**config.mk**
```make
export PLATFORM = sky130hd
export DESIGN_NAME = hand_controller
export DESIGN_NICKNAME = d
export VERILOG_FILES = /design/src/hand_pkg.sv /design/src/hand_controller.sv /design/src/hand_tracker.sv /design/src/hand_cfg_regs.sv /design/src/button_arm.sv
export SDC_FILE = /design/constraint.sdc
export NUM_CORES = 1
export LEC_CHECK = 0
export ABC_AREA = 1
export ABC_CLOCK_PERIOD_IN_PS = 4600
export BUFFER_PORTS_ARGS = -buffer_cell sky130_fd_sc_hd__buf_2
export CORE_MARGIN = 2
export CORE_UTILIZATION = 38
export DETAILED_ROUTE_END_ITERATION = 10
export GPL_TIMING_DRIVEN = 0
export SYNTH_ARGS = -nofsm -noshare
export SYNTH_HDL_FRONTEND = slang
export SYNTH_HIERARCHICAL = 1
export SYNTH_SLANG_ARGS = --single-unit
```
**constraint.sdc**
```tcl
create_clock -name clk_in -period 4.6 [get_ports clk_in]
set_input_delay 0.46 -clock clk_in [delete_from_list [all_inputs] [get_ports clk_in]]
set_output_delay 0.46 -clock clk_in [all_outputs]
set_load 0.03 [all_outputs]
```
**src/hand_pkg.sv**
```systemverilog
package hand_pkg;

    // ========================================
    // player pad and configuration
    // ========================================

    typedef struct packed {
        logic left;
        logic right;
        logic up;
        logic down;
        logic near;
        logic far;
    } pad_t;

    typedef enum logic [1:0] {
        AXIS_X,
        AXIS_Y,
        AXIS_Z
    } axis_e;

    typedef struct packed {
        logic [7:0] step_x;
        logic [7:0] step_y;
        logic [7:0] step_z;
    } step_cfg_t;

    // ========================================
    // move command and hand position
    // ========================================

    typedef enum logic [1:0] {
        DIR_NONE,
        DIR_NEG,
        DIR_POS
    } dir_e;

    typedef struct packed {
        dir_e dx;
        dir_e dy;
        dir_e dz;
        logic bottom; // 1 selects the bottom hand.
    } move_cmd_t;

    typedef struct packed {
        logic [11:0] x;
        logic [11:0] y;
        logic [13:0] z;
    } hand_pos_t;

    localparam logic [11:0] HOME_X = 12'd1800;
    localparam logic [11:0] HOME_Y = 12'd1800;
    localparam logic [13:0] HOME_Z = 14'd0;
    localparam logic [7:0] STEP_DEFAULT = 8'd16;

endpackage
```
**src/hand_controller.sv**
```systemverilog
module hand_controller import hand_pkg::*; #(
    parameter int MAX_X = 3400,
    parameter int MAX_Y = 3400,
    parameter int MAX_Z = 500
) (
    input  logic       clk_in,
    input  logic       rst_in,
    input  pad_t       pad,
    input  logic       hand_sel_bottom,
    input  logic       cfg_wr,
    input  axis_e      cfg_addr,
    input  logic [7:0] cfg_data,
    output hand_pos_t  hand_bottom,
    output hand_pos_t  hand_top
);

    logic      move_valid;
    move_cmd_t move_cmd;
    step_cfg_t steps;

    // one command per press.
    button_arm u_button_arm (
        .clk_in          (clk_in),
        .rst_in          (rst_in),
        .pad             (pad),
        .hand_sel_bottom (hand_sel_bottom),
        .move_valid      (move_valid),
        .move_cmd        (move_cmd)
    );

    hand_cfg_regs u_hand_cfg_regs (
        .clk_in   (clk_in),
        .rst_in   (rst_in),
        .cfg_wr   (cfg_wr),
        .cfg_addr (cfg_addr),
        .cfg_data (cfg_data),
        .steps    (steps)
    );

    hand_tracker #(
        .MAX_X (MAX_X),
        .MAX_Y (MAX_Y),
        .MAX_Z (MAX_Z)
    ) u_hand_tracker (
        .clk_in      (clk_in),
        .rst_in      (rst_in),
        .move_valid  (move_valid),
        .move_cmd    (move_cmd),
        .steps       (steps),
        .hand_bottom (hand_bottom),
        .hand_top    (hand_top)
    );

endmodule

```
**src/hand_tracker.sv**
```systemverilog
module hand_tracker import hand_pkg::*; #(
    parameter int MAX_X = 3400,
    parameter int MAX_Y = 3400,
    parameter int MAX_Z = 500
) (
    input  logic      clk_in,
    input  logic      rst_in,
    input  logic      move_valid,
    input  move_cmd_t move_cmd,
    input  step_cfg_t steps,
    output hand_pos_t hand_bottom,
    output hand_pos_t hand_top
);

    hand_pos_t   sel_pos;
    hand_pos_t   next_pos;
    logic [13:0] next_x;
    logic [13:0] next_y;
    logic [13:0] next_z;

    // ========================================
    // wrap-around coordinate update
    // ========================================

    // signed step for one axis, zero when the axis does not move.
    function automatic int signed_step(input dir_e dir, input logic [7:0] step);
        int delta;
        delta = int'(step);
        case (dir)
            DIR_NEG: return -delta;
            DIR_POS: return delta;
            default: return 0;
        endcase
    endfunction

    // overflow restarts at the step, underflow counts back from the limit.
    function automatic logic [13:0] wrap_coord(
        input logic [13:0] pos,
        input dir_e        dir,
        input logic [7:0]  step,
        input int          limit
    );
        int delta;
        int sum;
        delta = signed_step(dir, step);
        sum   = int'(pos) + delta;
        if (dir == DIR_NONE) begin
            return pos;
        end else if (sum >= limit) begin
            return 14'(delta);
        end else if (sum < 0) begin
            return 14'(limit + delta);
        end
        return 14'(sum);
    endfunction

    // ========================================
    // next position of the selected hand
    // ========================================

    always_comb begin
        if (move_cmd.bottom) begin
            sel_pos = hand_bottom;
        end else begin
            sel_pos = hand_top;
        end
    end

    always_comb begin
        next_x = wrap_coord({2'b00, sel_pos.x}, move_cmd.dx, steps.step_x, MAX_X);
        next_y = wrap_coord({2'b00, sel_pos.y}, move_cmd.dy, steps.step_y, MAX_Y);
        next_z = wrap_coord(sel_pos.z, move_cmd.dz, steps.step_z, MAX_Z);
    end

    always_comb begin
        next_pos.x = next_x[11:0]; // limit fits in 12 bits.
        next_pos.y = next_y[11:0];
        next_pos.z = next_z;
    end

    // ========================================
    // position registers
    // ========================================

    always_ff @(posedge clk_in) begin
        if (rst_in) begin
            hand_bottom.x <= HOME_X;
            hand_bottom.y <= HOME_Y;
            hand_bottom.z <= HOME_Z;
        end else if (move_valid && move_cmd.bottom) begin
            hand_bottom <= next_pos;
        end
    end

    always_ff @(posedge clk_in) begin
        if (rst_in) begin
            hand_top.x <= HOME_X;
            hand_top.y <= HOME_Y;
            hand_top.z <= HOME_Z;
        end else if (move_valid && !move_cmd.bottom) begin
            hand_top <= next_pos;
        end
    end

endmodule

```
**src/hand_cfg_regs.sv**
```systemverilog
module hand_cfg_regs import hand_pkg::*; (
    input  logic       clk_in,
    input  logic       rst_in,
    input  logic       cfg_wr,
    input  axis_e      cfg_addr,
    input  logic [7:0] cfg_data,
    output step_cfg_t  steps
);

    logic [7:0] step_x;
    logic [7:0] step_y;
    logic [7:0] step_z;

    logic wr_x;
    logic wr_y;
    logic wr_z;

    // ========================================
    // address decode
    // ========================================

    always_comb begin
        wr_x = 1'b0;
        wr_y = 1'b0;
        wr_z = 1'b0;
        if (cfg_wr) begin
            case (cfg_addr)
                AXIS_X:  wr_x = 1'b1;
                AXIS_Y:  wr_y = 1'b1;
                AXIS_Z:  wr_z = 1'b1;
                default: ; // unused address, write dropped.
            endcase
        end
    end

    // ========================================
    // step registers
    // ========================================

    always_ff @(posedge clk_in) begin
        if (rst_in) begin
            step_x <= STEP_DEFAULT;
            step_y <= STEP_DEFAULT;
            step_z <= STEP_DEFAULT;
        end else begin
            if (wr_x) begin
                step_x <= cfg_data;
            end
            if (wr_y) begin
                step_y <= cfg_data;
            end
            if (wr_z) begin
                step_z <= cfg_data;
            end
        end
    end

    assign steps.step_x = step_x;
    assign steps.step_y = step_y;
    assign steps.step_z = step_z;

endmodule

```
**src/button_arm.sv**
```systemverilog
module button_arm import hand_pkg::*; (
    input  logic      clk_in,
    input  logic      rst_in,
    input  pad_t      pad,
    input  logic      hand_sel_bottom,
    output logic      move_valid,
    output move_cmd_t move_cmd
);

    logic      armed;
    logic      any_pressed;
    move_cmd_t next_cmd;

    // the negative button of a pair wins when both are held.
    function automatic dir_e pick_dir(input logic neg, input logic pos);
        if (neg) begin
            return DIR_NEG;
        end else if (pos) begin
            return DIR_POS;
        end
        return DIR_NONE;
    endfunction

    assign any_pressed = |pad;

    always_comb begin
        next_cmd.dx     = pick_dir(pad.left, pad.right);
        next_cmd.dy     = pick_dir(pad.up, pad.down);
        next_cmd.dz     = pick_dir(pad.near, pad.far);
        next_cmd.bottom = hand_sel_bottom;
    end

    always_ff @(posedge clk_in) begin
        if (rst_in) begin
            armed      <= 1'b0; // held buttons must be released after reset.
            move_valid <= 1'b0;
        end else begin
            move_valid <= armed && any_pressed;
            if (armed && any_pressed) begin
                armed <= 1'b0;
            end else if (!any_pressed) begin
                armed <= 1'b1; // full release.
            end
        end
    end

    always_ff @(posedge clk_in) begin
        if (armed && any_pressed) begin
            move_cmd <= next_cmd;
        end
    end

endmodule

```
==> impl_metrics.toml, run 1 <==
[outcome]
status = "finished, final reports clean"

[setup_path]
critPathCaptureType = "flip-flop"
crit_path_frequent_cell = "nand2_1"
worstPathRequired_ns = 4.91
start_kind = "flip-flop"
critical-path-top-delay-family = "simple AND/OR/NAND/NOR gates"
cp_slowest_cell = "clkbuf_1"
cp.arrival_ns = 4.55
crit_type = "flip-flop to flip-flop"
crit_end = "u_hand_tracker/hand_bottom[17]$_SDFFE_PP1P_"
critical_path_depth = 26
crit_start = "u_button_arm/move_cmd[4]$_SDFFCE_PP0P_"
reg2reg_to = "u_hand_tracker/hand_bottom[17]$_SDFFE_PP1P_"
crit_buf_inv = 5
r2r_setup_slack_ns = 0.36
path_max_fanout = 10
r2r_cells = 26
worstReg2RegStart = "u_button_arm/move_cmd[4]$_SDFFCE_PP0P_"
cpPeakStageDelay_ns = 0.38

[clocking]
insertion_delay_ns = 0.36
clkTransAtPathRegs_ns = 0.08
cts_tree = "done"
cts_root_buf = "clkbuf_16"
postCtsHoldBufs = 0
cts.htree.levels = 3
cts_buffer_depth = 2
numCtsBuffers = 9
cts.sinks = 109

[finish]
area_delta_synth_final_pct = 12.25
insertedDiodeCount = 0
drive_gt1_frac = 0.1334
layout.cells.non_filler = 2076
fin_util = 0.4348
nets = 1820

[die]
rows = 58
core_um2 = 25250
fp.dieW_um = 164.5
ios = 96
start_util = 0.3874
die-area_um2 = 27040
die-height_um = 164.5

[yosys]
postSynth.asyncResetShare = 0
seq_area_frac_synth = 0.2302
ys_types = 54
syn_inst = 1635
synth_seq_cells = 109
yosysTopAreaCellShare = 0.2087
synth-edff-count = 7
synth_area_leaders = "dfxtp_1 (21%), nand2_1 (19%), inv_1 (8.6%)"
synth_warnings = 6
avgSynthCellArea_um2 = 5.984
synth_area_um2 = 9783
synth_top_cell_by_area = "dfxtp_1"
ys.flop_type = "dfxtp_1"
syn_nets = 1714

[global_route]
gr-total-overflow = 0
grt_max_degree = 20
grt_usage = 0.2350
grt_pass1_vias = 9368
grt_pass1_wl_um = 49870
antenna_found_initial = 0

[sta]
fin_crit_sh = 0.9217
whs_ns = 0.2791
report.final.hold_viol_count = 0
tns_ns = 0
rsz0062_at_grt = "no"
slew_violations = 0
finalCriticalPeriod_ns = 4.240
fin_skew_ns = 0.01489
max_freq_mhz = 235.8
setup_viol = 0
maxSlewHeadroom = 0.4744
tightest_slew_ns = 0.7802

[routing]
drc = 0
drtIter0Drc = 882
final_antenna_net_count = 0
num_vias = 10490
wl_per_cell_um = 15.27
routed_wl_um = 31700
vias_per_cell = 5.054
drt_pass1_iterations = 6

[power_and_ir_drop]
leakage_nw = 5.842
finalPower_mw = 2.049
power.density_nw_per_um2 = 186.5
vdd_drop_max_mv = 0.1368

[placement]
port_buffers = 95
dp.cells = 2060
dp_hpwl_um = 25280
place_congestion = 0.9507

[job]
max_cap_violations = 0

[min_path]
hold_class = "primary input to flip-flop"
## layout make-up
cell class / instances / area [µm²]
Timing Repair Buffer: 95 / 475.5
Fill cell: 2777 / 14270
Tap cell: 330 / 412.9
Inverter: 239 / 897.1
Buffer: 53 / 340.3
Sequential cell: 109 / 2252
Multi-Input combinational cell: 1234 / 6299
Clock inverter: 6 / 76.32
Clock buffer: 10 / 229.0
## kinds of logic (layout without fill, tap and decap cells)
group	Yosys count	count (layout)	share of synthesized area
AND/OR/NAND/NOR	937	937	0.4231
buffers and inverters	292	403	0.1260
AO/OA/AOI/OAI	212	212	0.1195
flip-flops	109	109	0.2302
adder cells (fa/ha/maj)	59	59	0.07776
XOR/XNOR	25	25	0.02238
multiplexers	1	1	0.001151
## through the flow
step,cell area [µm²],worst slack [ns]
after floorplan,9783,1.251
after global routing,10980,0.02068
after detailed placement,10670,0.1265
final,10980,0.3600
after global placement,10670,0.1427
after CTS,10980,0.09448
## timing repair
item | CTS | global route
endpoints found under the hold margin | 0 | 0
buffers inserted | 0 | 0
setup endpoints to repair | 0 | 52
gates resized for setup | 0 | 10
## where the power goes
group	leakage (nW)	switching, mW	internal, mW
clock	0.150	0.398	0.435
combinational	4.80	0.160	0.0787
sequential	0.891	0.0121	0.965
total	5.84	0.570	1.48
## flip-flops by register name (all words and copies together) (netlist names)
name,flops
u_button_arm/armed,1
u_button_arm/move_cmd,7
u_button_arm/move_valid,1
u_hand_cfg_regs/step_x,8
u_hand_cfg_regs/step_y,8
u_hand_cfg_regs/step_z,8
u_hand_tracker/hand_bottom,38
u_hand_tracker/hand_top,38
## synthesized netlist by cell type, types with 6 or more instances
cell type  count
a21oi_1      104
buf_2          7
buf_6          6
clkbuf_1      25
dfxtp_1      102
edfxtp_1       7
ha_1          56
inv_1        223
inv_2         15
nand2_1      498
nand2_2       22
nand3_1      156
nand3_2        9
nand3b_1       9
nand4_1       20
nor2_1       176
nor2_2        16
nor2_4         6
o21a_1         7
o21ai_0       60
o21ai_1       15
or2_2          9
xor2_1        20
## cells in the final DEF (no fill, tap or decap), types with 4 or more instances in the layout
| cell | netlist | layout |
|---|---|---|
| inv_1 | 223 | 223 |
| clkbuf_1 | 25 | 22 |
| nor2_1 | 176 | 176 |
| nand2_2 | 22 | 22 |
| xor2_1 | 20 | 20 |
| nor3_1 | 5 | 5 |
| edfxtp_1 | 7 | 7 |
| inv_2 | 15 | 16 |
| clkbuf_2 | 1 | 5 |
| buf_4 | 4 | 4 |
| nand3_1 | 156 | 156 |
| nand2_1 | 498 | 498 |
| o21ai_0 | 60 | 59 |
| nand4_1 | 20 | 20 |
| buf_2 | 7 | 102 |
| nand3b_1 | 9 | 9 |
| clkbuf_16 | 0 | 9 |
| or2_2 | 9 | 9 |
| o211ai_1 | 5 | 5 |
| a21oi_1 | 104 | 104 |
| xnor2_1 | 5 | 5 |
| o21ai_1 | 15 | 16 |
| buf_6 | 6 | 6 |
| nand3_4 | 4 | 4 |
| ha_1 | 56 | 56 |
| o21a_1 | 7 | 7 |
| nand3_2 | 9 | 9 |
| dfxtp_1 | 102 | 102 |
| clkbuf_8 | 4 | 4 |
| nor2_2 | 16 | 16 |
| nor2_4 | 6 | 6 |
## per-layer routing
metal / vias up / GRT usage / routed length, µm
li1: 5397 / - / -
met1: 4770 / 0.3361 / 15150
met2: 305 / 0.3766 / 14250
met3: 20 / 0.02838 / 1916
met4: 0 / 0.05652 / 387
met5: - / 0 / 0
## worst min path at each step
stage          cells after the start                            endpoint                       startpoint
6_report                           1  u_button_arm/move_cmd[0]$_DFFE_PP_                  hand_sel_bottom
5_1_grt                            1  u_button_arm/move_cmd[0]$_DFFE_PP_                  hand_sel_bottom
4_1_cts                            1  u_button_arm/move_cmd[0]$_DFFE_PP_                  hand_sel_bottom
3_5_place_dp                       2  u_button_arm/move_valid$_SDFF_PP0_  u_button_arm/armed$_SDFFE_PP0N_
3_3_place_gp                       2  u_button_arm/move_valid$_SDFF_PP0_  u_button_arm/armed$_SDFFE_PP0N_
2_1_floorplan                      2  u_button_arm/move_valid$_SDFF_PP0_  u_button_arm/armed$_SDFFE_PP0N_
No activity file was read; power rests on OpenSTA's default activity.
==> inputs of run 2 (changes only) <==
ABC_AREA = unset   (was 1)
==> run 2 against run 1 <==
Sequential power about the same. Die area down 9.0%. Combinational power down 9.6%. Clock power down 4.2%. Global-route usage up 0.13 points. Worst setup slack worse by 0.32 ns. Clock-buffer cell count down 1. Non-clock buffer count up 43. Cell area down 0.18%. Core utilization up 4.6 points. Critical endpoint is now u_hand_tracker/hand_top[7]$_SDFFE_PP0P_. Highest routed layer unchanged.
==> impl_metrics.toml, run 2 <==
[outcome]
status = "finished, final reports clean"

[setup_path]
worstPathRequired_ns = 4.84
cp.arrival_ns = 4.81
start_kind = "flip-flop"
crit_type = "flip-flop to flip-flop"
path_max_fanout = 9
critPathCaptureType = "flip-flop"

[yosys]
synth_area_um2 = 8879
yosysTopAreaCellShare = 0.2300
synth_area_leaders = "dfxtp_1 (23%), ha_1 (7.9%), mux2_2 (6.0%)"
yosys-top-cells-count = "dfxtp_1 (102), nand2_1 (91), a21oi_1 (74)"
yosysMostFrequentCell = "dfxtp_1"
synth_warnings = 6
syn_nets = 1175
syn_inst = 1096
synth_top_cell_by_area = "dfxtp_1"
synth-edff-count = 7
seq_area_frac_synth = 0.2537
postSynth.asyncResetShare = 0
avgSynthCellArea_um2 = 8.101
synth_seq_cells = 109
ys_types = 86
ys.flop_type = "dfxtp_1"

[finish]
insertedDiodeCount = 0
largest_registers = "u_hand_tracker/hand_bottom x38, u_hand_tracker/hand_top x38"
multi_input_area_um2 = 6749
nets = 1313
fin_util = 0.4812
area_delta_synth_final_pct = 23.46
drive_gt1_frac = 0.2849
layout_commonest_cell = "buf_2"
most-common-layout-cells = "buf_2 (99), dfxtp_1 (95), nand2_1 (86)"
fillers = 2237
seqCellArea_um2 = 2266

[placement]
port_buffers = 95
dp_hpwl_um = 22240
pre_cts_ws_ns = -1.196
place_congestion = 0.9536

[routing]
wl_per_cell_um = 18.88
final_antenna_net_count = 0
vias_per_cell = 5.805
routed_wl_um = 29300
drc = 0
drt_pass1_iterations = 5
drtIter0Drc = 681
num_vias = 9010

[min_path]
hold_class = "primary input to flip-flop"

[sta]
rsz0062_at_grt = "yes"
setup_viol = 0
fin_skew_ns = 0.01265
slew_violations = 0
report.final.hold_viol_count = 0
maxSlewHeadroom = 0.3235
fin_crit_sh = 0.9924
tightest_slew_ns = 1.006
fin_ws_ns = 0.03502
max_freq_mhz = 219.1
finalCriticalPeriod_ns = 4.565

[clocking]
cts.sinks = 109
insertion_delay_ns = 0.37
cts_buffer_depth = 2
cts_root_buf = "clkbuf_16"
cts.htree.levels = 3
numCtsBuffers = 9
cts_tree = "done"
clkTransAtPathRegs_ns = 0.09

[die]
rows = 55
die-height_um = 156.9
die-area_um2 = 24600
core_um2 = 22780
fp.dieW_um = 156.9
start_util = 0.3898
ios = 96

[global_route]
antenna_found_initial = 0
grt_max_degree = 22
grt_pass1_vias = 8308
grt_usage = 0.2363
gr-total-overflow = 0
grt_pass1_wl_um = 45820

[power_and_ir_drop]
power.density_nw_per_um2 = 181.4
vdd_drop_max_mv = 0.1898
leakage_nw = 4.794

[job]
max_cap_violations = 0
-- run 2: power by group --
part | internal (mW) | total (mW) | switching [mW] | leakage (nW)
registers | 0.960 | 0.974 | 0.0143 | 0.893
logic | 0.0936 | 0.216 | 0.123 | 3.75
clock network | 0.389 | 0.798 | 0.410 | 0.148
total | 1.44 | 1.99 | 0.546 | 4.79
-- run 2: cells by family after synthesis --
group / synth area share
simple gates: 0.2136
xor+xnor: 0.03650
flops: 0.2537
fa+ha+maj: 0.08568
mux: 0.1002
buf+inv: 0.05116
compound gates: 0.2592
-- run 2: layout make-up --
class                           count  share of cell area
Multi-Input combinational cell    876              0.6157
Sequential cell                   109              0.2067
Timing Repair Buffer              134             0.07054
Tap cell                          313             0.03573
Buffer                             57             0.02796
Clock buffer                        9             0.02055
Inverter                           47             0.01609
Clock inverter                      7            0.006734
-- run 2: worst paths after layout --
kind	to	slack, ns	from	cells after the start
worst max register to register	u_hand_tracker/hand_top[7]$_SDFFE_PP0P_	0.04	u_hand_cfg_regs/step_z[2]$_SDFFE_PP0P_	16
worst max-delay path	u_hand_tracker/hand_top[7]$_SDFFE_PP0P_	0.04	u_hand_cfg_regs/step_z[2]$_SDFFE_PP0P_	16
worst min-delay path	u_button_arm/move_cmd[0]$_DFFE_PP_	0.27	hand_sel_bottom	1
worst min register to register	u_button_arm/move_valid$_SDFF_PP0_	0.47	u_button_arm/armed$_SDFFE_PP0N_	2
-- run 2: what timing repair did --
action	in CTS	in global routing
gates resized for setup	75	92
hold buffers	0	0
endpoints found under the setup margin	76	72
pin swaps	21	32
gates cloned	1	1
setup buffers	15	22
-- run 2: stage by stage --
stage                     instances  cell area [µm²]  hold WS [ns]  total power, mW  TNS [ns]
final                          1552            10960        0.2698            1.989         0
after global routing           1552            10960        0.2687            2.062    -1.112
after CTS                      1534            10460        0.2576            1.984  -0.04172
after detailed placement       1504             9746        0.4691            1.172    -62.02
after global placement         1504             9746        0.4688            1.170    -66.45
after floorplan                1096             8879        0.4219            1.119         0
-- run 2: layer usage --
metal | routed length (µm) | vias to the layer above | part of all wire | GRT usage
met5 | 0 | - | 0 | 0
met4 | 677 | 0 | 0.023 | 0.06990
met3 | 1720 | 51 | 0.059 | 0.02769
met2 | 13110 | 308 | 0.45 | 0.3661
met1 | 13800 | 4311 | 0.47 | 0.3426
li1 | - | 4340 | - | -
-- run 2: worst max-delay path, stage by stage (launching register included) --
cell and delay [ns]:
dfxtp_4 0.35, or4_4 0.56, nor2_2 0.13, a21oi_1 0.10, o22ai_2 0.27, ha_2 0.40, and3_1 0.24, a22o_1 0.25
a311oi_2 0.37, xnor2_2 0.20, a41oi_2 0.18, and3b_2 0.29, and2_4 0.14, buf_6 0.13, or4_4 0.52, o211ai_4 0.21
a21oi_1 0.09
